[config.mk]
export PLATFORM = sky130hd
export DESIGN_NAME = rv_core
export DESIGN_NICKNAME = d
export VERILOG_FILES = /design/src/source/rv_pkg.sv /design/src/source/rv_decoder.sv /design/src/source/rv_regfile.sv /design/src/source/rv_alu.sv /design/src/source/rv_lsu.sv /design/src/source/rv_core.sv
export SDC_FILE = /design/constraint.sdc
export NUM_CORES = 2
export LEC_CHECK = 0
export BUFFER_PORTS_ARGS = -buffer_cell sky130_fd_sc_hd__buf_2
export CAP_MARGIN = 20
export CORE_MARGIN = 2
export CORE_UTILIZATION = 50
export DETAILED_ROUTE_END_ITERATION = 7
export PLACE_DENSITY = 0.68
export SLEW_MARGIN = 20
export SYNTH_ARGS = -nofsm -noshare
export SYNTH_HDL_FRONTEND = slang
export SYNTH_SLANG_ARGS = --single-unit
[constraint.sdc]
create_clock -name clk -period 8.3 [get_ports clk]
set_input_delay 2.075 -clock clk [delete_from_list [all_inputs] [get_ports clk]]
set_output_delay 2.075 -clock clk [all_outputs]
set_load 0.05 [all_outputs]
[src/source/rv_pkg.sv]
package rv_pkg;

	localparam logic [31:0] RESET_PC = 32'h8000_0000; // First fetch address after reset

	// Major opcodes, bits 6:0 of the instruction word
	localparam logic [6:0] OP_LUI    = 7'b0110111;
	localparam logic [6:0] OP_AUIPC  = 7'b0010111;
	localparam logic [6:0] OP_JAL    = 7'b1101111;
	localparam logic [6:0] OP_JALR   = 7'b1100111;
	localparam logic [6:0] OP_BRANCH = 7'b1100011;
	localparam logic [6:0] OP_LOAD   = 7'b0000011;
	localparam logic [6:0] OP_STORE  = 7'b0100011;
	localparam logic [6:0] OP_IMM    = 7'b0010011;
	localparam logic [6:0] OP_REG    = 7'b0110011;
	localparam logic [6:0] OP_FENCE  = 7'b0001111;
	localparam logic [6:0] OP_SYSTEM = 7'b1110011;

	typedef enum logic [5:0] {
		I_LUI, I_AUIPC, I_JAL, I_JALR,
		I_BEQ, I_BNE, I_BLT, I_BGE, I_BLTU, I_BGEU,
		I_LB, I_LH, I_LW, I_LBU, I_LHU,
		I_SB, I_SH, I_SW,
		I_ADDI, I_SLTI, I_SLTIU, I_XORI, I_ORI, I_ANDI,
		I_SLLI, I_SRLI, I_SRAI,
		I_ADD, I_SUB, I_SLL, I_SLT, I_SLTU, I_XOR, I_SRL, I_SRA, I_OR, I_AND,
		I_FENCE, I_ECALL, I_EBREAK,
		I_ILLEGAL
	} instr_e;

	typedef enum logic [3:0] {
		ALU_ADD, ALU_SUB, ALU_SLL, ALU_SLT, ALU_SLTU,
		ALU_XOR, ALU_SRL, ALU_SRA, ALU_OR, ALU_AND,
		ALU_PASSB
	} alu_op_e;

	typedef enum logic [1:0] {
		S_EXEC, // Executes one instruction per cycle
		S_MEM,  // Waits for the AXI transfer of a load or store
		S_HALT
	} state_e;

endpackage

[src/source/rv_decoder.sv]
`timescale 1ns/10ps

module rv_decoder (
	input  logic [31:0]    i_instr,
	output rv_pkg::instr_e o_instr,
	output logic [4:0]     o_rs1,
	output logic [4:0]     o_rs2,
	output logic [4:0]     o_rd,
	output logic [31:0]    o_imm
);

	logic [6:0]  opcode;
	logic [2:0]  funct3;
	logic        f7_zero;
	logic [31:0] imm_i;
	logic [31:0] imm_s;
	logic [31:0] imm_b;
	logic [31:0] imm_u;
	logic [31:0] imm_j;

	assign opcode = i_instr[6:0];
	assign funct3 = i_instr[14:12];
	assign f7_zero = (i_instr[31] == 1'b0) && (i_instr[29:25] == 5'd0); // Bit 30 decoded apart

	assign o_rs1 = i_instr[19:15];
	assign o_rs2 = i_instr[24:20];
	assign o_rd  = i_instr[11:7];

	assign imm_i = {{20{i_instr[31]}}, i_instr[31:20]};
	assign imm_s = {{20{i_instr[31]}}, i_instr[31:25], i_instr[11:7]};
	assign imm_b = {{19{i_instr[31]}}, i_instr[31], i_instr[7], i_instr[30:25], i_instr[11:8], 1'b0};
	assign imm_u = {i_instr[31:12], 12'h000};
	assign imm_j = {{11{i_instr[31]}}, i_instr[31], i_instr[19:12], i_instr[20], i_instr[30:21], 1'b0};

	always_comb begin
		o_instr = rv_pkg::I_ILLEGAL;
		o_imm = imm_i; // I format unless the opcode says otherwise
		case (opcode)
			rv_pkg::OP_LUI: begin
				o_instr = rv_pkg::I_LUI;
				o_imm = imm_u;
			end
			rv_pkg::OP_AUIPC: begin
				o_instr = rv_pkg::I_AUIPC;
				o_imm = imm_u;
			end
			rv_pkg::OP_JAL: begin
				o_instr = rv_pkg::I_JAL;
				o_imm = imm_j;
			end
			rv_pkg::OP_JALR: begin
				if (funct3 == 3'b000)
					o_instr = rv_pkg::I_JALR;
			end
			rv_pkg::OP_BRANCH: begin
				o_imm = imm_b;
				case (funct3)
					3'b000: o_instr = rv_pkg::I_BEQ;
					3'b001: o_instr = rv_pkg::I_BNE;
					3'b100: o_instr = rv_pkg::I_BLT;
					3'b101: o_instr = rv_pkg::I_BGE;
					3'b110: o_instr = rv_pkg::I_BLTU;
					3'b111: o_instr = rv_pkg::I_BGEU;
					default: o_instr = rv_pkg::I_ILLEGAL;
				endcase
			end
			rv_pkg::OP_LOAD: begin
				case (funct3)
					3'b000: o_instr = rv_pkg::I_LB;
					3'b001: o_instr = rv_pkg::I_LH;
					3'b010: o_instr = rv_pkg::I_LW;
					3'b100: o_instr = rv_pkg::I_LBU;
					3'b101: o_instr = rv_pkg::I_LHU;
					default: o_instr = rv_pkg::I_ILLEGAL;
				endcase
			end
			rv_pkg::OP_STORE: begin
				o_imm = imm_s;
				case (funct3)
					3'b000: o_instr = rv_pkg::I_SB;
					3'b001: o_instr = rv_pkg::I_SH;
					3'b010: o_instr = rv_pkg::I_SW;
					default: o_instr = rv_pkg::I_ILLEGAL;
				endcase
			end
			rv_pkg::OP_IMM: begin
				case (funct3)
					3'b000: o_instr = rv_pkg::I_ADDI;
					3'b010: o_instr = rv_pkg::I_SLTI;
					3'b011: o_instr = rv_pkg::I_SLTIU;
					3'b100: o_instr = rv_pkg::I_XORI;
					3'b110: o_instr = rv_pkg::I_ORI;
					3'b111: o_instr = rv_pkg::I_ANDI;
					3'b001: begin
						if (f7_zero && !i_instr[30])
							o_instr = rv_pkg::I_SLLI;
					end
					default: begin
						if (f7_zero)
							o_instr = i_instr[30] ? rv_pkg::I_SRAI : rv_pkg::I_SRLI;
					end
				endcase
			end
			rv_pkg::OP_REG: begin
				if (f7_zero) begin
					case ({i_instr[30], funct3})
						4'b0000: o_instr = rv_pkg::I_ADD;
						4'b1000: o_instr = rv_pkg::I_SUB;
						4'b0001: o_instr = rv_pkg::I_SLL;
						4'b0010: o_instr = rv_pkg::I_SLT;
						4'b0011: o_instr = rv_pkg::I_SLTU;
						4'b0100: o_instr = rv_pkg::I_XOR;
						4'b0101: o_instr = rv_pkg::I_SRL;
						4'b1101: o_instr = rv_pkg::I_SRA;
						4'b0110: o_instr = rv_pkg::I_OR;
						4'b0111: o_instr = rv_pkg::I_AND;
						default: o_instr = rv_pkg::I_ILLEGAL;
					endcase
				end
			end
			rv_pkg::OP_FENCE: o_instr = rv_pkg::I_FENCE; // Ordering is trivial with one bus
			rv_pkg::OP_SYSTEM: begin
				if (funct3 == 3'b000)
					o_instr = i_instr[20] ? rv_pkg::I_EBREAK : rv_pkg::I_ECALL;
			end
			default: o_instr = rv_pkg::I_ILLEGAL;
		endcase
	end

endmodule

[src/source/rv_regfile.sv]
`timescale 1ns/10ps

module rv_regfile (
	input  logic        clk,
	input  logic        mif,
	input  logic [4:0]  i_rs1,
	input  logic [4:0]  i_rs2,
	output logic [31:0] o_rs1_data,
	output logic [31:0] o_rs2_data,
	input  logic        i_we,
	input  logic [4:0]  i_rd,
	input  logic [31:0] i_rd_data
);

	logic [31:0] regs [1:31]; // x0 has no storage

	always_ff @(posedge clk or negedge mif) begin
		if (!mif) begin
			for (int i = 1; i < 32; i++)
				regs[i] <= 32'd0;
		end else if (i_we && (i_rd != 5'd0)) begin
			regs[i_rd] <= i_rd_data;
		end
	end

	assign o_rs1_data = (i_rs1 == 5'd0) ? 32'd0 : regs[i_rs1];
	assign o_rs2_data = (i_rs2 == 5'd0) ? 32'd0 : regs[i_rs2];

	a_x0_zero: assert property (@(posedge clk) disable iff (!mif)
		((i_rs1 == 5'd0) |-> (o_rs1_data == 32'd0)) and ((i_rs2 == 5'd0) |-> (o_rs2_data == 32'd0)));

endmodule

[src/source/rv_alu.sv]
`timescale 1ns/10ps

module rv_alu (
	input  rv_pkg::instr_e i_instr,
	input  logic [31:0]    i_a,
	input  logic [31:0]    i_b,
	input  logic [31:0]    i_imm,
	input  logic [31:0]    i_pc,
	output logic [31:0]    o_result,
	output logic           o_taken
);

	rv_pkg::alu_op_e op;
	logic [31:0]     opa;
	logic [31:0]     opb;

	always_comb begin
		op = rv_pkg::ALU_ADD; // ADD, ADDI and load/store addresses
		opa = i_a;
		opb = i_imm;
		case (i_instr)
			rv_pkg::I_SUB: op = rv_pkg::ALU_SUB;
			rv_pkg::I_SLL, rv_pkg::I_SLLI: op = rv_pkg::ALU_SLL;
			rv_pkg::I_SLT, rv_pkg::I_SLTI: op = rv_pkg::ALU_SLT;
			rv_pkg::I_SLTU, rv_pkg::I_SLTIU: op = rv_pkg::ALU_SLTU;
			rv_pkg::I_XOR, rv_pkg::I_XORI: op = rv_pkg::ALU_XOR;
			rv_pkg::I_SRL, rv_pkg::I_SRLI: op = rv_pkg::ALU_SRL;
			rv_pkg::I_SRA, rv_pkg::I_SRAI: op = rv_pkg::ALU_SRA;
			rv_pkg::I_OR, rv_pkg::I_ORI: op = rv_pkg::ALU_OR;
			rv_pkg::I_AND, rv_pkg::I_ANDI: op = rv_pkg::ALU_AND;
			rv_pkg::I_LUI: op = rv_pkg::ALU_PASSB;
			rv_pkg::I_AUIPC: opa = i_pc;
			rv_pkg::I_JAL, rv_pkg::I_JALR: begin
				opa = i_pc; // Link value is the return address
				opb = 32'd4;
			end
			default: op = rv_pkg::ALU_ADD;
		endcase
		if (i_instr inside {rv_pkg::I_ADD, rv_pkg::I_SUB, rv_pkg::I_SLL, rv_pkg::I_SLT,
				rv_pkg::I_SLTU, rv_pkg::I_XOR, rv_pkg::I_SRL, rv_pkg::I_SRA,
				rv_pkg::I_OR, rv_pkg::I_AND})
			opb = i_b;
	end

	always_comb begin
		case (op)
			rv_pkg::ALU_ADD: o_result = opa + opb;
			rv_pkg::ALU_SUB: o_result = opa - opb; // rs1 minus rs2
			rv_pkg::ALU_SLL: o_result = opa << opb[4:0];
			rv_pkg::ALU_SLT: o_result = {31'd0, $signed(opa) < $signed(opb)};
			rv_pkg::ALU_SLTU: o_result = {31'd0, opa < opb};
			rv_pkg::ALU_XOR: o_result = opa ^ opb;
			rv_pkg::ALU_SRL: o_result = opa >> opb[4:0];
			rv_pkg::ALU_SRA: o_result = $signed(opa) >>> opb[4:0];
			rv_pkg::ALU_OR: o_result = opa | opb;
			rv_pkg::ALU_AND: o_result = opa & opb;
			rv_pkg::ALU_PASSB: o_result = opb; // LUI immediate is already shifted
			default: o_result = 32'd0;
		endcase
	end

	always_comb begin
		case (i_instr)
			rv_pkg::I_BEQ: o_taken = (i_a == i_b);
			rv_pkg::I_BNE: o_taken = (i_a != i_b);
			rv_pkg::I_BLT: o_taken = ($signed(i_a) < $signed(i_b));
			rv_pkg::I_BGE: o_taken = ($signed(i_a) >= $signed(i_b));
			rv_pkg::I_BLTU: o_taken = (i_a < i_b);
			rv_pkg::I_BGEU: o_taken = (i_a >= i_b);
			rv_pkg::I_JAL, rv_pkg::I_JALR: o_taken = 1'b1;
			default: o_taken = 1'b0;
		endcase
	end

endmodule

[src/source/rv_lsu.sv]
`timescale 1ns/10ps

module rv_lsu (
	input  logic           clk,
	input  logic           mif,
	input  logic           i_start,
	input  rv_pkg::instr_e i_instr,
	input  logic [31:0]    i_addr,
	input  logic [31:0]    i_wdata,
	output logic           o_done,
	output logic [31:0]    o_rdata,
	output logic           o_awvalid,
	input  logic           i_awready,
	output logic [31:0]    o_awaddr,
	output logic           o_wvalid,
	input  logic           i_wready,
	output logic [31:0]    o_wdata,
	output logic [3:0]     o_wstrb,
	input  logic           i_bvalid,
	output logic           o_bready,
	input  logic [1:0]     i_bresp,
	output logic           o_arvalid,
	input  logic           i_arready,
	output logic [31:0]    o_araddr,
	input  logic           i_rvalid,
	output logic           o_rready,
	input  logic [31:0]    i_rdata,
	input  logic [1:0]     i_rresp
);

	rv_pkg::instr_e ld_instr; // Load kind held for the R channel
	logic [1:0]     ld_off;
	logic           is_store;
	logic           b_done;
	logic           r_done;
	logic           busy;
	logic [31:0]    lane_data;
	logic [3:0]     lane_strb;
	logic [31:0]    rshift;
	logic [31:0]    ld_ext;

	assign is_store = i_instr inside {rv_pkg::I_SB, rv_pkg::I_SH, rv_pkg::I_SW};
	assign b_done = i_bvalid && o_bready;
	assign r_done = i_rvalid && o_rready;
	assign busy = o_awvalid || o_wvalid || o_bready || o_arvalid || o_rready;

	always_comb begin
		case (i_instr)
			rv_pkg::I_SB: begin
				lane_data = i_wdata << {i_addr[1:0], 3'b000};
				lane_strb = 4'b0001 << i_addr[1:0];
			end
			rv_pkg::I_SH: begin
				lane_data = i_wdata << {i_addr[1], 4'b0000}; // Bit 0 is ignored
				lane_strb = 4'b0011 << {i_addr[1], 1'b0};
			end
			default: begin
				lane_data = i_wdata;
				lane_strb = 4'b1111;
			end
		endcase
	end

	assign rshift = i_rdata >> {ld_off, 3'b000};

	always_comb begin
		case (ld_instr)
			rv_pkg::I_LB: ld_ext = {{24{rshift[7]}}, rshift[7:0]};
			rv_pkg::I_LBU: ld_ext = {24'd0, rshift[7:0]};
			rv_pkg::I_LH: ld_ext = {{16{rshift[15]}}, rshift[15:0]};
			rv_pkg::I_LHU: ld_ext = {16'd0, rshift[15:0]};
			default: ld_ext = i_rdata;
		endcase
	end

	always_ff @(posedge clk or negedge mif) begin
		if (!mif) begin
			o_awvalid <= 1'b0;
			o_wvalid <= 1'b0;
			o_bready <= 1'b0;
			o_arvalid <= 1'b0;
			o_rready <= 1'b0;
			o_done <= 1'b0;
		end else begin
			o_done <= b_done || r_done;
			if (o_awvalid && i_awready)
				o_awvalid <= 1'b0;
			if (o_wvalid && i_wready)
				o_wvalid <= 1'b0;
			if (b_done)
				o_bready <= 1'b0;
			if (o_arvalid && i_arready)
				o_arvalid <= 1'b0;
			if (r_done)
				o_rready <= 1'b0;
			if (i_start && is_store) begin
				o_awvalid <= 1'b1; // AW and W rise together
				o_wvalid <= 1'b1;
				o_bready <= 1'b1;
			end
			if (i_start && !is_store) begin
				o_arvalid <= 1'b1;
				o_rready <= 1'b1;
			end
		end
	end

	always_ff @(posedge clk) begin
		if (i_start) begin
			o_awaddr <= {i_addr[31:2], 2'b00};
			o_araddr <= {i_addr[31:2], 2'b00};
			o_wdata <= lane_data;
			o_wstrb <= lane_strb;
			ld_instr <= i_instr;
			if (i_instr inside {rv_pkg::I_LH, rv_pkg::I_LHU})
				ld_off <= {i_addr[1], 1'b0};
			else
				ld_off <= i_addr[1:0];
		end
		if (r_done)
			o_rdata <= ld_ext; // Valid together with o_done
	end

	a_aw_stable: assert property (@(posedge clk) disable iff (!mif)
		(o_awvalid && !i_awready) |=> (o_awvalid && $stable(o_awaddr)));

	a_ar_stable: assert property (@(posedge clk) disable iff (!mif)
		(o_arvalid && !i_arready) |=> (o_arvalid && $stable(o_araddr)));

	a_start_idle: assert property (@(posedge clk) disable iff (!mif)
		i_start |-> !busy);

	// The memory is expected to answer OKAY on both response channels
	a_resp_okay: assert property (@(posedge clk) disable iff (!mif)
		(b_done || r_done) |-> ((b_done ? i_bresp : i_rresp) == 2'b00));

endmodule

[src/source/rv_core.sv]
`timescale 1ns/10ps

module rv_core (
	input  logic        clk,
	input  logic        mif,
	output logic [31:0] o_pc,
	input  logic [31:0] i_instr,
	output logic        o_halt,
	output logic        o_awvalid,
	input  logic        i_awready,
	output logic [31:0] o_awaddr,
	output logic        o_wvalid,
	input  logic        i_wready,
	output logic [31:0] o_wdata,
	output logic [3:0]  o_wstrb,
	input  logic        i_bvalid,
	output logic        o_bready,
	input  logic [1:0]  i_bresp,
	output logic        o_arvalid,
	input  logic        i_arready,
	output logic [31:0] o_araddr,
	input  logic        i_rvalid,
	output logic        o_rready,
	input  logic [31:0] i_rdata,
	input  logic [1:0]  i_rresp
);

	rv_pkg::state_e state;
	rv_pkg::instr_e instr;
	logic [31:0]    pc;
	logic [31:0]    pc_plus4;
	logic [31:0]    next_pc;
	logic [31:0]    jalr_target;
	logic [4:0]     rs1;
	logic [4:0]     rs2;
	logic [4:0]     rd;
	logic [31:0]    imm;
	logic [31:0]    rs1_data;
	logic [31:0]    rs2_data;
	logic [31:0]    alu_result;
	logic           alu_taken;
	logic           is_load;
	logic           is_mem;
	logic           is_halt;
	logic           writes_rd;
	logic           lsu_start;
	logic           lsu_done;
	logic [31:0]    lsu_rdata;
	logic           rd_we;
	logic [31:0]    rd_data;

	rv_decoder u_decoder (
		.i_instr(i_instr),
		.o_instr(instr),
		.o_rs1(rs1),
		.o_rs2(rs2),
		.o_rd(rd),
		.o_imm(imm)
	);

	rv_regfile u_regfile (
		.clk(clk),
		.mif(mif),
		.i_rs1(rs1),
		.i_rs2(rs2),
		.o_rs1_data(rs1_data),
		.o_rs2_data(rs2_data),
		.i_we(rd_we),
		.i_rd(rd),
		.i_rd_data(rd_data)
	);

	rv_alu u_alu (
		.i_instr(instr),
		.i_a(rs1_data),
		.i_b(rs2_data),
		.i_imm(imm),
		.i_pc(pc),
		.o_result(alu_result),
		.o_taken(alu_taken)
	);

	rv_lsu u_lsu (
		.clk(clk),
		.mif(mif),
		.i_start(lsu_start),
		.i_instr(instr),
		.i_addr(alu_result), // rs1 plus offset
		.i_wdata(rs2_data),
		.o_done(lsu_done),
		.o_rdata(lsu_rdata),
		.o_awvalid(o_awvalid),
		.i_awready(i_awready),
		.o_awaddr(o_awaddr),
		.o_wvalid(o_wvalid),
		.i_wready(i_wready),
		.o_wdata(o_wdata),
		.o_wstrb(o_wstrb),
		.i_bvalid(i_bvalid),
		.o_bready(o_bready),
		.i_bresp(i_bresp),
		.o_arvalid(o_arvalid),
		.i_arready(i_arready),
		.o_araddr(o_araddr),
		.i_rvalid(i_rvalid),
		.o_rready(o_rready),
		.i_rdata(i_rdata),
		.i_rresp(i_rresp)
	);

	assign is_load = instr inside {rv_pkg::I_LB, rv_pkg::I_LH, rv_pkg::I_LW,
		rv_pkg::I_LBU, rv_pkg::I_LHU};
	assign is_mem = is_load || (instr inside {rv_pkg::I_SB, rv_pkg::I_SH, rv_pkg::I_SW});
	assign is_halt = instr inside {rv_pkg::I_ECALL, rv_pkg::I_EBREAK, rv_pkg::I_ILLEGAL};
	assign writes_rd = !(instr inside {rv_pkg::I_BEQ, rv_pkg::I_BNE, rv_pkg::I_BLT,
		rv_pkg::I_BGE, rv_pkg::I_BLTU, rv_pkg::I_BGEU, rv_pkg::I_FENCE}) && !is_halt;

	assign lsu_start = (state == rv_pkg::S_EXEC) && is_mem;

	// Instruction word stays valid in S_MEM because the PC is held
	assign rd_we = ((state == rv_pkg::S_EXEC) && writes_rd && !is_mem) || (lsu_done && is_load);
	assign rd_data = lsu_done ? lsu_rdata : alu_result;

	assign pc_plus4 = pc + 32'd4;
	assign jalr_target = (rs1_data + imm) & ~32'd1;

	always_comb begin
		if (instr == rv_pkg::I_JALR)
			next_pc = jalr_target;
		else if (alu_taken)
			next_pc = pc + imm; // JAL and taken branches
		else
			next_pc = pc_plus4;
	end

	always_ff @(posedge clk or negedge mif) begin
		if (!mif) begin
			pc <= rv_pkg::RESET_PC;
			state <= rv_pkg::S_EXEC;
		end else begin
			case (state)
				rv_pkg::S_EXEC: begin
					if (is_halt)
						state <= rv_pkg::S_HALT;
					else if (is_mem)
						state <= rv_pkg::S_MEM;
					else
						pc <= next_pc;
				end
				rv_pkg::S_MEM: begin
					if (lsu_done) begin
						pc <= pc_plus4;
						state <= rv_pkg::S_EXEC;
					end
				end
				default: state <= rv_pkg::S_HALT; // Left only through reset
			endcase
		end
	end

	assign o_pc = pc;
	assign o_halt = (state == rv_pkg::S_HALT);

	a_pc_aligned: assert property (@(posedge clk) disable iff (!mif) o_pc[1:0] == 2'b00);

endmodule

==> Word-level counts from Yosys, hierarchy flattened <==
Memories as Yosys holds them, arrays and structs flattened.
Cells that the tools add are included.
{ "word_totals": {"latch_bits": 0, "mem_bits_rw": 0, "wordCells": 267, "output_inout_bits": 138, "ff_bits": 1138, "mem_bits_ro": 96, "n_memories": 1} }
{ "mem_list": {"columns": ["memory", "depth", "width", "read_ports", "rd_ports_with_merged_regs", "wr", "line_no", "text"], "rows": [
  ["(name not given)", 16, 6, 1, 0, 0, "rv_decoder.sv:106", "case ({i_instr[30], funct3})"]
]} }
{ "op_classes": {"n_shift": 8, "eq_ne": 79, "addsub": 5, "muxes": 54, "mul": 0, "order_cmp": 10, "n_bitwise": 7, "n_reduce_logical": 57, "n_div": 0} }
{ "ops": {"columns": ["cell", "n"], "rows": [
  ["bitwise mux 992 bit", 1],
  ["two-way mux 32 bit", 16],
  ["one-hot mux 32 bit (11 select lines)", 1],
  ["binary-select mux 32 bit (select 5 bit)", 2],
  ["demux 32 bit (select 5 bit)", 1],
  ["less-than comparator 32 bit", 4],
  ["one-hot mux 32 bit (2 select lines)", 2],
  ["one-hot mux 32 bit (4 select lines)", 1],
  ["one-hot mux 31 bit (4 select lines)", 1],
  ["adder 32 bit", 3],
  ["left shift 32 x 5 -> 32 bit", 3],
  ["equality test 6 x 5 -> 1 bit (second input constant)", 15],
  ["equality test 6 x 4 -> 1 bit (second input constant)", 12],
  ["one-hot mux 6 bit (11 select lines)", 1],
  ["greater-or-equal comparator 32 bit", 2],
  ["equality test 6 bit (second input constant)", 9],
  ["one-hot mux 6 bit (7 select lines)", 1],
  ["one-hot mux 4 bit (10 select lines)", 1],
  ["one-hot mux 6 bit (6 select lines)", 1],
  ["adder 32 x 3 -> 32 bit (second input constant)", 1],
  ["AND 32 bit", 1],
  ["equality test 32 bit", 1],
  ["inequality test 32 bit", 1],
  ["OR 32 bit", 1],
  ["56 further kinds", 138]
]} }

==> Depth between registers and ports, before layout <==
{ "logic_depth": {"ltp_word": 14, "depth_mapped": 37, "mapped_depth_nobuf": 29} }

==> By module <==
Synthesis repeated with hierarchy kept, for this count alone.
{ "unflattened": {"hier_cells": 6731, "area_unflattened_um2": 76921.3} }
{ "by_module_without_submodules": {"columns": ["mod", "area_each_um2", "seq_area_each_um2", "n_inst", "cells_per_inst"], "rows": [
  ["rv_regfile", 53488.8, 24823.8, 1, 3666],
  ["rv_alu", 10436.3, 0.0, 1, 1571],
  ["rv_core", 6447.4, 852.1, 1, 870],
  ["rv_lsu", 5198.7, 3333.2, 1, 407],
  ["rv_decoder", 1350.0, 0.0, 1, 217]
]} }

==> Least setup slack after synthesis <==
No wires, ideal clock.
{ "synth_timing": {"kind": "input-to-reg", "from": "input port i_instr[20]", "to": "register u_regfile.regs[122] in the netlist's numbering", "setup_slack_ps": -1917, "stages": 30, "arrival_ps": 10093, "setup_time_ps": 125, "cell_sequence": "buf_2 -> buf_2 -> buf_2 -> buf_4 -> buf_2 -> buf_2 -> buf_1 -> clkbuf_1 -> buf_2 -> mux4_2 -> mux4_2 -> mux2i_1 -> nor2_1 -> a31o_2 -> ha_1 -> clkbuf_1 -> o2111ai_1 -> and4b_1 -> a21oi_1 -> a311o_1 -> o22a_1 -> a311o_1 -> a31oi_1 -> o2111ai_1 -> a221o_1 -> a211o_1 -> a21o_1 -> mux2_2 -> clkbuf_1 -> mux2_2"} }
{ "synth_via": {"elab_chain_len": 11, "word_cells_on_any_way": 101, "cone_classes": "add/sub (2); eq/ne (49); shift (3); mux (15); bitwise (4); reduce/logical (28)"} }
{ "synth_lines": {"columns": ["item", "line_no", "text"], "rows": [
  ["start, declared", "rv_core.sv:7", "input logic [31:0] i_instr,"],
  ["two-way mux 1 bit", "rv_decoder.sv:124", "o_instr = i_instr[20] ? rv_pkg::I_EBREAK : rv_pkg::I_ECALL;"],
  ["two-way mux 6 bit", "rv_decoder.sv:123", "if (funct3 == 3'b000)"],
  ["one-hot mux 6 bit (11 select lines)", "rv_decoder.sv:38", "case (opcode)"],
  ["equality test 6 x 2 -> 1 bit", "rv_alu.sv:21", "case (i_instr)"],
  ["OR reduction 2 bit", "rv_alu.sv:21", null],
  ["two-way mux 32 bit", "rv_alu.sv:21", null],
  ["two-way mux 32 bit", "rv_alu.sv:39", "if (i_instr inside {rv_pkg::I_ADD, rv_pkg::I_SUB, rv_pkg::I_SLL, rv_pkg::I_SLT,"],
  ["subtractor 32 bit (tied with other cells)", "rv_alu.sv:48", "rv_pkg::ALU_SUB: o_result = opa - opb;"],
  ["one-hot mux 32 bit (11 select lines) (*)", "rv_alu.sv:46", "case (op)"],
  ["named net alu_result[26]", "rv_core.sv:40", "logic [31:0] alu_result;"],
  ["two-way mux 32 bit (*)", "rv_core.sv:122", "assign rd_data = lsu_done ? lsu_rdata : alu_result;"],
  ["bitwise mux 992 bit (*)", "rv_regfile.sv:22", "regs[i_rd] <= i_rd_data;"],
  ["end signal, assigned by index", "rv_regfile.sv:22", null],
  ["end, declared", "rv_regfile.sv:15", "logic [31:0] regs [1:31];"]
]} }
The timed path passes the listed nets; every way through them passes the cells marked *. The select of a mux whose other input is x is not followed.
A chain may end at the register's enable or synchronous reset.

==> Final worst setup path <==
{ "layout_timing": {"from": "input port i_instr[12]", "to": "register u_regfile.regs[634] in the netlist's numbering"} }
{ "layout_via": {"elab_chain_len": 11, "word_cells_on_any_way": 109, "cone_classes": "add/sub (2); eq/ne (56); shift (3); mux (16); bitwise (3); reduce/logical (28); memory (1)"} }
{ "layout_lines": {"columns": ["item", "line_no", "text"], "rows": [
  ["memory read (16 x 6 bit) (tied with other cells)", null, null],
  ["two-way mux 6 bit (tied with other cells)", "rv_decoder.sv:105", "if (f7_zero) begin"],
  ["one-hot mux 6 bit (11 select lines)", "rv_decoder.sv:38", null],
  ["equality test 6 x 2 -> 1 bit", "rv_alu.sv:21", null],
  ["OR reduction 2 bit", "rv_alu.sv:21", null],
  ["two-way mux 32 bit", "rv_alu.sv:21", null],
  ["two-way mux 32 bit", "rv_alu.sv:39", null],
  ["subtractor 32 bit (tied with other cells)", "rv_alu.sv:48", null],
  ["one-hot mux 32 bit (11 select lines) (*)", "rv_alu.sv:46", null],
  ["named net alu_result[26]", "rv_core.sv:40", null],
  ["two-way mux 32 bit (*)", "rv_core.sv:122", null],
  ["bitwise mux 992 bit (*)", "rv_regfile.sv:22", null]
]} }
The timed path passes the listed nets; every way through them passes the cells marked *.

==> metrics.yaml <==
outcome: "completed"
crit_path_frequent_cell: "buf_4"
synth_area_um2: 74200
placed_area_um2: 84100
worstReg2RegStart: "u_regfile.regs[352]"
worstHoldStart: "u_regfile.regs[768]"
start_util: 0.503
io_pins: 213
grt_first_pass_wirelength_mm: 434
fin_area_um2: 89200
dieArea_um2: 151000
critPathMaxFanout: 8
first_global_vias: 63200
synth_edf_count: 106
fin_crit_sh: 0.992
dr_wl_met3_mm: 31.2
final_common_cell: "nand2_1"
cts_sinks: 1138
drive_gt1_frac: 0.328
h-tree-depth: 3
detail_route.vias_per_cell: 6.64
track_usage: 0.391
drc: 0
worst_pin_slew_ns: 1.23
slew_violations: 0
die_y_um: 389
rr_worst_depth: 23
yosysSeqAreaShare: 0.391
cp_slowest_cell: "a221o_1"
ctsHoldBuffers: 0
min_period_ns: 8.23
end_kind: "flip-flop"
synthDistinctLibCells: 112
critPathLaunchType: "input port"
synth_cells: 7048
hold_class: "flip-flop to flip-flop"
whs_path_depth: 2
hpwlAfterDp_mm: 216
fmax_mhz: 121
antenna_found_initial: 11
dr.pass1.iters: 7
arrival_ns: 8.88
fp.coreArea_um2: 147000
fin_skew_ns: 0.0634
rsz0062_at_grt: "yes"
ctsLongestPathBuffers: 3
dr_wl_met2_mm: 135
grt_max_degree: 160
nNetsFinal: 8004
cts_tree: "yes"
numPlacedInstances: 9509
critical_path.startpoint: "i_instr[12]"
ys.flop_type: "dfrtp_1"
layout_common_cells: "1,053 x nand2_1, 1,031 x dfrtp_1, 894 x buf_4"
numCtsBuffers: 121
max-cap-violations: 0
n_fill_cell: 12000
cp.required_ns: 8.95
vias: 64800
p_per_area_nw_per_um2: 160
clk_latency_ns: 0.79
highest_layer: "met5"
hold_violations: 0
dpl_worst_slack_ns: -1.33
clockRootBuffer: "clkbuf_16"
antenna_left: 0
syn_to_final_growth_pct: 20.3
p_leak_nw: 40.0
max_stage_delay_ns: 0.40
yosys_warnings: 0
die_x_um: 389
drt-initial-drc-count: 8102
overflow: 0
setup_viol: 0
syn_avg_cell_area_um2: 10.5
fp-row-count: 141
slew_headroom: 0.180
layoutNonFillerInstCount: 9764
fin_util: 0.605
wl_met1_mm: 114
gp_congestion: 1.08
critPathKind: "input port to flip-flop"
setup_slack_ns: 0.0685
finalWirelength_mm: 300
routedWlPerCell_um: 30.7
ir_drop_uv: 190
power.total_mw: 14.2
portBuffers: 204
whs_ns: 0.496
synthArstFlopShare: 0.907
fin_tns_setup_ns: 0
clkSlewWorstSetupHoldPaths_ns: 0.06
synth_seq_cells: 1138
[where the power goes]
| part | total, mW | internal [mW] | switching, mW |
|---|---|---|---|
| Sequential | 5.89 | 5.70 | 0.181 |
| Combinational | 2.73 | 1.06 | 1.67 |
| Clock | 5.62 | 3.19 | 2.43 |
[sequential cells by signal (all words and copies together), names as in the netlist]
name / cells
u_lsu.o_rready: 1
u_lsu.o_araddr: 30
u_lsu.o_rdata: 32
u_lsu.o_bready: 1
u_lsu.o_wdata: 32
u_lsu.ld_off: 2
u_lsu.o_wvalid: 1
u_lsu.o_wstrb: 4
u_lsu.o_arvalid: 1
u_lsu.o_done: 1
u_lsu.o_awvalid: 1
o_pc: 32
state: 2
u_lsu.ld_instr: 6
u_regfile.regs: 992
[routing by layer]
| metal | vias up | global-route usage |
|---|---|---|
| met4 | 6 | 0.221 |
| met5 | - | 0 |
| met2 | 3809 | 0.594 |
| met3 | 836 | 0.0891 |
| met1 | 32600 | 0.520 |
| li1 | 27500 | - |
[synth_stat cells, types with 13 or more instances]
library cell  count  area share
buf_1            50      0.0025
o211ai_1         33      0.0033
a211oi_1         37      0.0037
or3_1            24      0.0020
nand2b_1         37      0.0031
xnor2_1          60      0.0071
a22o_1           75      0.0089
buf_4            49      0.0050
and3_1           21      0.0018
a221oi_1         26      0.0031
o221ai_1         17      0.0020
a31o_2           15      0.0018
edfxtp_1        106       0.043
nand3_1          86      0.0058
o22ai_1          38      0.0032
nor2_1          297       0.015
mux4_2          576        0.17
a211o_1          17      0.0020
xor2_1           24      0.0028
nor2b_1          35      0.0030
o21bai_1         17      0.0017
nand4_1          28      0.0024
o21a_1           23      0.0023
inv_1           132      0.0067
nor3_1           74      0.0050
or2_2            14      0.0012
a22oi_1          17      0.0017
a21o_1           83      0.0084
o2111ai_1        13      0.0015
nand2_1        1073       0.054
clkbuf_1        461       0.023
o21ai_0         904       0.061
a21oi_1         256       0.017
nor4_1           23      0.0019
dfrtp_1        1031        0.35
buf_2           101      0.0068
ha_1            197       0.033
o21ai_1          76      0.0051
a31oi_1          43      0.0036
mux2_2          357       0.054
mux2i_1         243       0.033
and2_1           14      0.0012
[cell type report]
| class | instances | area, um2 | share of cell area |
|---|---|---|---|
| clock inverter | 42 | 479 | 0.00537 |
| inverter | 144 | 544 | 0.00610 |
| clock buffer | 179 | 3600 | 0.0404 |
| timing repair buffer | 1219 | 10200 | 0.115 |
| tap | 1930 | 2410 | 0.0271 |
| sequential | 1138 | 29000 | 0.325 |
| antenna | 8 | 20.0 | 0.000225 |
| multi-input combinational | 5104 | 42900 | 0.481 |
[kinds of logic after synthesis]
kind of cell	count (synthesis)	synth area share
other	1	0.0000506
buffers and inverters	812	0.0457
AO/OA/AOI/OAI	1833	0.150
AND/OR/NAND/NOR	1787	0.104
multiplexers	1192	0.265
adder cells (fa/ha/maj)	201	0.0343
XOR/XNOR	84	0.00992
flip-flops	1138	0.391
[final timing paths]
check	endpoint	slack, ns
worst max-delay path	u_regfile.regs[634]	0.07
worst min-delay path	u_regfile.regs[768]	0.50
worst max register to register	u_regfile.regs[634]	1.71
worst min register to register	u_regfile.regs[768]	0.50
max in group asynchronous	o_pc[31]	5.02
min in group asynchronous	u_regfile.regs[251]	1.36
[critical path: cells and delay by family]
| family | cells | cell delay, ns |
|---|---|---|
| compound gates | 14 | 3.30 |
| mux | 4 | 1.20 |
| buf+inv | 9 | 1.12 |
| simple gates | 2 | 0.66 |
| fa+ha+maj | 2 | 0.48 |
[timing repair]
item                       CTS  global route
setup buffers                6            10
setup endpoints to repair  356           430
gates cloned                 4             8
resized for setup           34            77
pin swaps                    9            31
No activity file was read; power rests on OpenSTA's default activity.
